## src/include/video_rx_cfg.svh

```systemverilog
// word layout and sizing for the video receive pipe, included by packages and modules
`ifndef VIDEO_RX_CFG_SVH
`define VIDEO_RX_CFG_SVH

// fifo word and depth
`define VIDEO_DATA_SIZE  140
`define VIDEO_FIFO_AW    4

// aggregators behind the ack decode
`define VIDEO_AGGR_NUM   4

// flag nibble {data_en, short_en, footer_en, header_en}, bits 139:136 reserved
`define VIDEO_FLAG_MSB   135
`define VIDEO_FLAG_LSB   132

// header and short word fields
`define VIDEO_DT_MSB     131
`define VIDEO_DT_LSB     126
`define VIDEO_SHORT_BIT  125

`define VIDEO_PAYLOAD_W  128
`define VIDEO_LCRC_W     32

`endif

```

## src/rtl/video_pkt_pkg.sv

```systemverilog
// packet word format of the receive pipe, imported by the read controller and the crc check
`default_nettype none

`include "video_rx_cfg.svh"

package video_pkt_pkg;

   // csi data types seen in header and short words
   typedef enum logic [5:0] {
      FRAME_START = 6'h00,
      FRAME_END   = 6'h01,
      LINE_START  = 6'h02,
      LINE_END    = 6'h03,
      RAW8        = 6'h2A
   } csi_dt_e;

   // {data_en, short_en, footer_en, header_en}
   typedef logic [3:0] pkt_flag_t;

   localparam pkt_flag_t FLAGS_DATA   = 4'b1000;
   localparam pkt_flag_t FLAGS_SHORT  = 4'b0100;
   localparam pkt_flag_t FLAGS_FOOTER = 4'b0010;
   localparam pkt_flag_t FLAGS_HEADER = 4'b0001;
   // line crc word carries no flag at all
   localparam pkt_flag_t FLAGS_CRC    = 4'b0000;

   function automatic pkt_flag_t pkt_flags(input logic [`VIDEO_DATA_SIZE-1:0] word);
      return word[`VIDEO_FLAG_MSB:`VIDEO_FLAG_LSB];
   endfunction

   // short packet only carries frame/line sync types
   function automatic logic is_short_pkt(input logic [`VIDEO_DATA_SIZE-1:0] word);
      return (pkt_flags(word) == FLAGS_SHORT) &&
             (word[`VIDEO_DT_MSB:`VIDEO_DT_LSB] <= LINE_END);
   endfunction

   function automatic logic [`VIDEO_PAYLOAD_W-1:0] pkt_payload(
      input logic [`VIDEO_DATA_SIZE-1:0] word);
      return word[`VIDEO_PAYLOAD_W-1:0];
   endfunction

   function automatic logic [`VIDEO_LCRC_W-1:0] pkt_lcrc(input logic [`VIDEO_DATA_SIZE-1:0] word);
      return word[`VIDEO_LCRC_W-1:0];
   endfunction

endpackage

`default_nettype wire

```

## src/rtl/video_rx_ctrl_pkg.sv

```systemverilog
// read controller state encoding, imported by the controller and used in the top-level ports
`default_nettype none

package video_rx_ctrl_pkg;

   typedef enum logic [2:0] {
      RX_SILENT   = 3'd0,
      RX_IDLE     = 3'd1,
      RX_SHORT    = 3'd2,
      RX_HEADER   = 3'd3,
      RX_DATA     = 3'd4,
      RX_FOOTER   = 3'd5,
      RX_LINE_CRC = 3'd6,
      RX_LINE_END = 3'd7
   } rx_state_e;

   // states entered by popping the head word
   function automatic logic rx_consumes(input rx_state_e st);
      return st inside {RX_SHORT, RX_HEADER, RX_DATA, RX_FOOTER, RX_LINE_CRC};
   endfunction

endpackage

`default_nettype wire

```

## src/rtl/video_line_fifo.sv

```systemverilog
// line fifo holding packet words ahead of the read controller, head word shown without a read
`timescale 1ns/1ps
`default_nettype none

`include "video_rx_cfg.svh"

module video_line_fifo (
   input  logic                        fifo_rdclk,
   input  logic                        fifo_rdclk_rst_n,
   input  logic                        wr_en,
   input  logic [`VIDEO_DATA_SIZE-1:0] wr_data,
   input  logic                        rd_en,
   output logic [`VIDEO_DATA_SIZE-1:0] rdata,
   output logic                        empty,
   output logic                        full
);

   localparam int AW    = `VIDEO_FIFO_AW;
   localparam int DEPTH = 1 << AW;

   logic [`VIDEO_DATA_SIZE-1:0] mem [0:DEPTH-1];
   logic [AW:0]                 wr_ptr;
   logic [AW:0]                 rd_ptr;
   logic                        do_wr;
   logic                        do_rd;

   // extra msb tells full from empty
   assign empty = (wr_ptr == rd_ptr);
   assign full  = (wr_ptr[AW] != rd_ptr[AW]) && (wr_ptr[AW-1:0] == rd_ptr[AW-1:0]);

   assign do_rd = rd_en && !empty;
   // a slot frees up on the same edge when full and popping
   assign do_wr = wr_en && (!full || do_rd);

   assign rdata = mem[rd_ptr[AW-1:0]];

   always_ff @(posedge fifo_rdclk) begin
      if (do_wr) begin
         mem[wr_ptr[AW-1:0]] <= wr_data;
      end
   end

   always_ff @(posedge fifo_rdclk or negedge fifo_rdclk_rst_n) begin
      if (!fifo_rdclk_rst_n) begin
         wr_ptr <= '0;
         rd_ptr <= '0;
      end else begin
         if (do_wr) begin
            wr_ptr <= wr_ptr + 1'b1;
         end
         if (do_rd) begin
            rd_ptr <= rd_ptr + 1'b1;
         end
      end
   end

   a_no_pop_empty : assert property (@(posedge fifo_rdclk) disable iff (!fifo_rdclk_rst_n)
      empty |-> !rd_en);

   // writer must never overrun, only a same-edge pop makes room
   a_no_push_full : assert property (@(posedge fifo_rdclk) disable iff (!fifo_rdclk_rst_n)
      (full && wr_en) |-> rd_en);

endmodule

`default_nettype wire

```

## src/rtl/video_fifo_rd_ctrl.sv

```systemverilog
// packet read controller, drains the line fifo under the rx state machine and drives ack
`timescale 1ns/1ps
`default_nettype none

`include "video_rx_cfg.svh"

module video_fifo_rd_ctrl (
   input  logic                               fifo_rdclk,
   input  logic                               fifo_rdclk_rst_n,
   input  logic                               up_state,
   input  logic                               fifo_empty,
   input  logic [`VIDEO_DATA_SIZE-1:0]        fifo_rdata,
   input  logic                               empty_depend_cnt_mux,
   input  logic                               pkt_crc_gen_dis,
   input  logic                               pipe_mem_clear,
   input  logic [3:0]                         pkt_aggr_id,
   input  logic                               pkt_aggr_id_vld,
   output logic                               fifo_rd,
   output logic [`VIDEO_DATA_SIZE-1:0]        video_data,
   output logic                               video_data_vld,
   output video_rx_ctrl_pkg::rx_state_e       current_state,
   output logic                               ack,
   output logic                               ack_pre,
   output logic [`VIDEO_AGGR_NUM-1:0]         ack_vld_aggregator,
   output logic                               line_end
);

   import video_pkt_pkg::*;
   import video_rx_ctrl_pkg::*;

   pkt_flag_t flags;
   logic      sp_pkt;
   logic      lp_hdr_pkt;
   logic      lp_footer_pkt;
   logic      lp_payload_pkt;
   logic      lp_crc_pkt;
   rx_state_e next_state;
   logic      fifo_rd_norm;
   logic      fifo_rd_junk;

   // head word classification
   assign flags          = pkt_flags(fifo_rdata);
   assign sp_pkt         = is_short_pkt(fifo_rdata);
   assign lp_hdr_pkt     = (flags == FLAGS_HEADER);
   // data_en is a don't care on the footer
   assign lp_footer_pkt  = ((flags & 4'b0111) == FLAGS_FOOTER);
   assign lp_payload_pkt = ((flags & 4'b1101) == FLAGS_DATA);
   assign lp_crc_pkt     = (flags == FLAGS_CRC);

   always_ff @(posedge fifo_rdclk or negedge fifo_rdclk_rst_n) begin
      if (!fifo_rdclk_rst_n) begin
         current_state <= RX_SILENT;
      end else begin
         current_state <= next_state;
      end
   end

   always_comb begin
      next_state = current_state;
      case (current_state)
         RX_SILENT: begin
            if (up_state) begin
               next_state = RX_IDLE;
            end
         end
         RX_IDLE: begin
            if (!fifo_empty && sp_pkt) begin
               next_state = RX_SHORT;
            end else if (!fifo_empty && lp_hdr_pkt) begin
               next_state = RX_HEADER;
            end
         end
         RX_SHORT: begin
            next_state = empty_depend_cnt_mux ? RX_LINE_END : RX_IDLE;
         end
         RX_HEADER, RX_DATA: begin
            // an empty fifo after the header still advances
            if (fifo_empty) begin
               next_state = RX_DATA;
            end else if (lp_footer_pkt) begin
               next_state = RX_FOOTER;
            end else if (lp_payload_pkt) begin
               next_state = RX_DATA;
            end else begin
               next_state = RX_IDLE;
            end
         end
         RX_FOOTER: begin
            if (pkt_crc_gen_dis) begin
               next_state = RX_LINE_END;
            end else if (!fifo_empty) begin
               next_state = lp_crc_pkt ? RX_LINE_CRC : RX_IDLE;
            end
         end
         RX_LINE_CRC: begin
            next_state = RX_LINE_END;
         end
         RX_LINE_END: begin
            next_state = RX_SILENT;
         end
         default: begin
            next_state = RX_IDLE;
         end
      endcase
   end

   // junk: flush request, or anything in idle that starts no packet
   assign fifo_rd_junk = !fifo_empty &&
                         (pipe_mem_clear ||
                          ((current_state == RX_IDLE) && !sp_pkt && !lp_hdr_pkt));
   assign fifo_rd_norm = !fifo_empty && rx_consumes(next_state);
   assign fifo_rd      = fifo_rd_norm || fifo_rd_junk;

   always_ff @(posedge fifo_rdclk or negedge fifo_rdclk_rst_n) begin
      if (!fifo_rdclk_rst_n) begin
         video_data_vld <= 1'b0;
         video_data     <= '0;
      end else begin
         video_data_vld <= fifo_rd && !fifo_rd_junk;
         if (fifo_rd && !fifo_rd_junk) begin
            video_data <= fifo_rdata;
         end
      end
   end

   assign ack_pre  = (current_state == RX_SILENT) && up_state;
   assign line_end = (current_state == RX_LINE_END);

   always_ff @(posedge fifo_rdclk or negedge fifo_rdclk_rst_n) begin
      if (!fifo_rdclk_rst_n) begin
         ack <= 1'b0;
      end else begin
         ack <= ack_pre;
      end
   end

   // one-hot strobe to the addressed aggregator, out of range ids give none
   always_comb begin
      for (int i = 0; i < `VIDEO_AGGR_NUM; i++) begin
         ack_vld_aggregator[i] = ack && pkt_aggr_id_vld && (pkt_aggr_id == 4'(i));
      end
   end

   a_ack_single : assert property (@(posedge fifo_rdclk) disable iff (!fifo_rdclk_rst_n)
      ack |=> !ack);

endmodule

`default_nettype wire

```

## src/rtl/video_line_crc_chk.sv

```systemverilog
// crc-32 lane check, accumulates long packet payload and flags a bad line crc word
`timescale 1ns/1ps
`default_nettype none

`include "video_rx_cfg.svh"

module video_line_crc_chk (
   input  logic                        fifo_rdclk,
   input  logic                        fifo_rdclk_rst_n,
   input  logic [`VIDEO_DATA_SIZE-1:0] video_data,
   input  logic                        video_data_vld,
   output logic                        crc_err
);

   import video_pkt_pkg::*;

   // 0x04C11DB7 bit reversed
   localparam logic [31:0] CRC_POLY_REF = 32'hEDB88320;

   pkt_flag_t   flags;
   logic        hdr_word;
   logic        data_word;
   logic        crc_word;
   logic [31:0] crc_acc;
   logic [31:0] crc_next;

   // lsb byte first, lsb first within each byte, so just bit order 0..n-1
   function automatic logic [31:0] crc32_step(input logic [31:0]                 crc_in,
                                              input logic [`VIDEO_PAYLOAD_W-1:0] data);
      logic [31:0] crc;
      crc = crc_in;
      for (int i = 0; i < `VIDEO_PAYLOAD_W; i++) begin
         if (crc[0] ^ data[i]) begin
            crc = (crc >> 1) ^ CRC_POLY_REF;
         end else begin
            crc = crc >> 1;
         end
      end
      return crc;
   endfunction

   assign flags     = pkt_flags(video_data);
   assign hdr_word  = video_data_vld && (flags == FLAGS_HEADER);
   assign data_word = video_data_vld && (flags == FLAGS_DATA);
   assign crc_word  = video_data_vld && (flags == FLAGS_CRC);

   assign crc_next  = crc32_step(crc_acc, pkt_payload(video_data));

   always_ff @(posedge fifo_rdclk or negedge fifo_rdclk_rst_n) begin
      if (!fifo_rdclk_rst_n) begin
         crc_acc <= '1;
      end else if (hdr_word) begin
         crc_acc <= '1;
      end else if (data_word) begin
         crc_acc <= crc_next;
      end
   end

   // final inversion before the compare
   always_ff @(posedge fifo_rdclk or negedge fifo_rdclk_rst_n) begin
      if (!fifo_rdclk_rst_n) begin
         crc_err <= 1'b0;
      end else begin
         crc_err <= crc_word && (~crc_acc != pkt_lcrc(video_data));
      end
   end

endmodule

`default_nettype wire

```

## src/rtl/video_rx_pipe_top.sv

```systemverilog
// receive pipe top, line fifo into the packet read controller and the line crc check
`timescale 1ns/1ps
`default_nettype none

`include "video_rx_cfg.svh"

module video_rx_pipe_top (
   input  logic                          fifo_rdclk,
   input  logic                          fifo_rdclk_rst_n,
   input  logic                          wr_en,
   input  logic [`VIDEO_DATA_SIZE-1:0]   wr_data,
   input  logic                          up_state,
   input  logic                          pipe_mem_clear,
   input  logic [3:0]                    pkt_aggr_id,
   input  logic                          pkt_aggr_id_vld,
   input  logic                          empty_depend_cnt_mux,
   input  logic                          pkt_crc_gen_dis,
   input  logic                          sram_lcrc_err_oen,
   output logic                          ack,
   output logic                          ack_pre,
   output logic [`VIDEO_AGGR_NUM-1:0]    ack_vld_aggregator,
   output logic                          line_end,
   output logic [`VIDEO_DATA_SIZE-1:0]   video_data,
   output logic                          video_data_vld,
   output video_rx_ctrl_pkg::rx_state_e  current_state,
   output logic                          sram_lcrc_err,
   output logic                          fifo_full
);

   logic                        fifo_rd;
   logic                        fifo_empty;
   logic [`VIDEO_DATA_SIZE-1:0] fifo_rdata;
   logic                        crc_err;

   video_line_fifo u_fifo (
      .fifo_rdclk       (fifo_rdclk),
      .fifo_rdclk_rst_n (fifo_rdclk_rst_n),
      .wr_en            (wr_en),
      .wr_data          (wr_data),
      .rd_en            (fifo_rd),
      .rdata            (fifo_rdata),
      .empty            (fifo_empty),
      .full             (fifo_full)
   );

   video_fifo_rd_ctrl u_rd_ctrl (
      .fifo_rdclk           (fifo_rdclk),
      .fifo_rdclk_rst_n     (fifo_rdclk_rst_n),
      .up_state             (up_state),
      .fifo_empty           (fifo_empty),
      .fifo_rdata           (fifo_rdata),
      .empty_depend_cnt_mux (empty_depend_cnt_mux),
      .pkt_crc_gen_dis      (pkt_crc_gen_dis),
      .pipe_mem_clear       (pipe_mem_clear),
      .pkt_aggr_id          (pkt_aggr_id),
      .pkt_aggr_id_vld      (pkt_aggr_id_vld),
      .fifo_rd              (fifo_rd),
      .video_data           (video_data),
      .video_data_vld       (video_data_vld),
      .current_state        (current_state),
      .ack                  (ack),
      .ack_pre              (ack_pre),
      .ack_vld_aggregator   (ack_vld_aggregator),
      .line_end             (line_end)
   );

   video_line_crc_chk u_crc_chk (
      .fifo_rdclk       (fifo_rdclk),
      .fifo_rdclk_rst_n (fifo_rdclk_rst_n),
      .video_data       (video_data),
      .video_data_vld   (video_data_vld),
      .crc_err          (crc_err)
   );

   // error reporting enable
   assign sram_lcrc_err = crc_err && sram_lcrc_err_oen;

endmodule

`default_nettype wire

```

## config.mk

```make
export PLATFORM = sky130hd
export DESIGN_NAME = video_rx_pipe_top
export DESIGN_NICKNAME = d
export VERILOG_FILES = /design/src/rtl/video_pkt_pkg.sv /design/src/rtl/video_rx_ctrl_pkg.sv /design/src/rtl/video_line_fifo.sv /design/src/rtl/video_fifo_rd_ctrl.sv /design/src/rtl/video_line_crc_chk.sv /design/src/rtl/video_rx_pipe_top.sv
export VERILOG_INCLUDE_DIRS = /design/src /design/src/include
export SDC_FILE = /design/constraint.sdc
export NUM_CORES = 2
export LEC_CHECK = 0
export BUFFER_PORTS_ARGS = -buffer_cell sky130_fd_sc_hd__clkbuf_2
export CORE_ASPECT_RATIO = 1.25
export CORE_MARGIN = 1
export CORE_UTILIZATION = 55
export CTS_CLUSTER_SIZE = 28
export DETAILED_ROUTE_END_ITERATION = 8
export GPL_ROUTABILITY_DRIVEN = 0
export GPL_TIMING_DRIVEN = 0
export PLACE_DENSITY_LB_ADDON = 0.3
export SLEW_MARGIN = 10
export SYNTH_ARGS = -nofsm -noshare
export SYNTH_HDL_FRONTEND = slang
export SYNTH_SLANG_ARGS = --single-unit
```

## constraint.sdc

```tcl
create_clock -name fifo_rdclk -period 33.9 [get_ports fifo_rdclk]
set_input_delay 1.695 -clock fifo_rdclk [delete_from_list [all_inputs] [get_ports fifo_rdclk]]
set_output_delay 1.695 -clock fifo_rdclk [all_outputs]
set_load 0.02 [all_outputs]
```

==> metrics.md <==
| Metric | Value |
|---|---|
| Status | finished clean |
| Post-DP HPWL | 187 mm |
| Cell Rows | 181 |
| H-tree levels | 4 |
| Origin of the worst setup path | u_rd_ctrl.video_data[4] |
| Die H | 496 um |
| Initial antenna violation count | 35 |
| Largest net degree at the start of global routing | 78 |
| Yosys top cell area share | 62.5% |
| I/O Pins | 306 |
| Final wirelength | 276 mm |
| Vias per std cell | 6.31 |
| Final Critical Period | 13.35 ns |
| Area leader, netlist | edfxtp_1 |
| Setup TNS | 0 ns |
| Hold worst-path end | u_rd_ctrl.video_data[128] |
| Clk slew on worst S/H paths | 0.07 ns |
| Fin. Hold Viols | 0 |
| DRC viols | 0 |
| RSZ-0062 raised after global routing | false |
| R2R setup slack | 20.55 ns |
| Final Skew | 0.0634 ns |
| Mapped Area | 0.108 mm2 |
| Root Buffer | clkbuf_16 |
| Mapped Avg Cell Area | 22.6 um2 |
| Fmax | 74.9 MHz |
| Syn-to-layout area delta | 14.4% |
| Die ar. | 0.197 mm2 |
| Yosys Warn Count | 0 |
| Min-delay src | u_rd_ctrl.video_data[128] |
| Post-synthesis cell count | 4,767 |
| Layout net count | 5,642 |
| Final Cycle Share | 39.4% |
| First-pass GRT wire length | 391 mm |
| Final Max Slew Viols | 0 |
| Max-cap violations | 0 |
| Clk sinks | 2,428 |
| Crit path max fanout | 9 |
| Arrival time worst endpoint | 14.16 ns |
| Initial Util | 55.3% |
| Die width | 398 um |
| Layout cell share with drive strength beyond 1 | 32.7% |
| Startpoint types | flip-flop |
| Register area share after synthesis | 66.9% |
| CORE AREA | 0.195 mm2 |
| Iter 0 DRT Violations | 6,169 |
| Hold_buf cts | 0 |
| Vias | 52,100 |
| GRT overflow | 0 |
| Yosys cell types | 47 |
| Reg2reg start | u_rd_ctrl.video_data[4] |
| Worst Setup Path Type | reg2reg |
| Clock Latency Late Sink | 0.89 ns |
| Worst hold-check path type | reg2reg |
| Slew headroom | 7.62% |
| # port buffers | 305 |
| TritonCTS clock tree | done |
| Vias in the first global route | 53,200 |
| Net count after synthesis | 4,926 |
| Resize count post-CTS | 0 |
| Overall routing resource usage | 28.3% |
| Max clock buf depth | 3 |
| Post-synth ARST share | 7.74% |
| Main synth FF type | edfxtp_1 |
| Area contributors post-synth | edfxtp_1, mux4_2, xnor3_1, xnor2_1, dfrtp_1 |
| Worst-margin pin slew | 1.39 ns |
| Fill cell total of the finished layout | 12,700 |
| Final ANT Viol Nets | 0 |
| Final setup violating endpoints | 0 |
| First-pass detailed-route iteration total | 6 |
| Setup bufs post-CTS | 0 |
| Worst path required time | 34.71 ns |
| R2R cell count | 26 |
| CTS buffer count | 216 |
| Worst r2r dst | u_crc_chk.crc_acc[15] |
| Worst Hold Depth | 2 |
| EDFF count, synth | 2,240 |
| WL/cell | 33.4 um |
| Crit. End Element | flip-flop |
| Synthesis-stage register bit count | 2,428 |
## sequential cells by signal, summed over array words and instances (netlist names)
signal,cells
u_fifo.wr_ptr,5
u_rd_ctrl.current_state,3
u_rd_ctrl.video_data_vld,1
u_crc_chk.crc_err,1
u_fifo.rd_ptr,5
u_fifo.mem,2240
u_rd_ctrl.ack,1
u_crc_chk.crc_acc,32
u_rd_ctrl.video_data,140
## metal layers
layer  global-route usage, %  up-vias  share of wire (%)
met5                       0        -              0.084
li1                        -    21000                  -
met3                    7.75      429                 10
met2                    46.0     2733                 49
met4                    8.93       36                3.1
met1                    37.4    27900                 37
## cell usage after synthesis, drive strengths merged, types with 2 or more instances
| cell | instances |
|---|---|
| a211oi | 2 |
| a21bo | 3 |
| a21oi | 10 |
| a31oi | 3 |
| and2 | 3 |
| and3 | 2 |
| buf | 59 |
| clkbuf | 136 |
| dfrtp | 156 |
| dfstp | 32 |
| edfxtp | 2240 |
| ha | 6 |
| inv | 8 |
| mux2 | 133 |
| mux4 | 700 |
| nand2 | 41 |
| nand2b | 8 |
| nand3 | 2 |
| nand3b | 3 |
| nand4 | 5 |
| nor2 | 20 |
| nor3 | 14 |
| nor3b | 2 |
| nor4 | 8 |
| nor4b | 2 |
| o21a | 5 |
| o21ai | 43 |
| or3 | 4 |
| xnor2 | 526 |
| xnor3 | 361 |
| xor2 | 162 |
| xor3 | 61 |
## through the flow
| stage | area, um2 | util [%] | cells | worst slack [ns] | hold slack, ns |
|---|---|---|---|---|---|
| 2_1_floorplan | 108000 | - | 4767 | 19.77 | 0.462 |
| 3_3_place_gp | 112000 | 57.7 | 7634 | 5.15 | 0.464 |
| 6_report | 123000 | 63.3 | 8256 | 20.55 | 0.475 |
| 3_5_place_dp | 115000 | 59.4 | 7827 | 20.63 | 0.462 |
| 4_1_cts | 123000 | 63.2 | 8236 | 20.53 | 0.478 |
| 5_1_grt | 123000 | 63.3 | 8243 | 20.12 | 0.517 |
## how the worst max path moves through the flow
stage	end	slack, ns	cells after the start
CTS	u_crc_chk.crc_acc[15]	20.53	26
global placement	u_fifo.mem[1][93]	5.15	16
detailed placement	u_crc_chk.crc_acc[15]	20.63	26
floorplan	u_fifo.mem[3][0]	19.77	16
global route	u_crc_chk.crc_acc[15]	20.12	26
finish	u_crc_chk.crc_acc[15]	20.55	26
## kinds of logic after synthesis
logic type               Yosys count  synth area share (%)
AO/OA/AOI/OAI                     69                 0.364
XOR/XNOR                        1110                  15.3
adder cells (fa/ha/maj)            6                0.0698
buffers and inverters            204                 0.728
flip-flops                      2428                  66.9
multiplexers                     833                  16.0
AND/OR/NAND/NOR                  117                 0.537
## layout make-up
type	instances	area (um2)	share of cell area, %
buffer	195	767	0.623
clock buffer	263	5730	4.66
multi-input combinational	2135	34900	28.3
sequential	2428	72000	58.5
clock inverter	146	1850	1.50
antenna	20	50.0	0.0407
inverter	9	33.8	0.0274
timing repair buffer	498	4560	3.70
tap	2562	3210	2.60
## critical path: stages (launching register included)
cell	delay [ns]
dfrtp_1	0.67
xor2_1	0.50
xnor3_1	0.65
xor2_1	0.62
xnor3_2	0.63
xor2_2	0.32
xnor3_1	0.49
xor2_1	0.22
xnor2_2	0.45
xnor3_1	0.65
xnor2_1	0.33
xnor3_1	0.57
xnor3_1	0.46
xnor2_1	0.89
xnor3_1	0.52
xor2_2	0.47
xnor3_1	0.45
xor2_1	0.40
xor3_1	0.66
xnor3_1	0.46
xor2_2	0.47
xor2_1	0.55
xnor3_1	0.51
buf_2	0.24
xnor2_1	0.46
xor3_1	0.44
o21ai_0	0.17
## placed cells by master (no fill, tap or decap), types with 48 or more instances in the layout
cell type,n
xor2_1,142
clkinv_2,48
clkbuf_1,156
mux2_2,133
xor3_1,61
xnor2_2,50
xnor3_1,336
mux4_2,700
buf_1,51
clkbuf_16,218
dfrtp_1,156
clkbuf_2,318
xnor2_1,464
edfxtp_1,2240
buf_4,63
buf_12,77
Power is left out: the tool's default activity adds up to more than one toggle a clock period on the data nets, which glitch-free logic cannot reach.
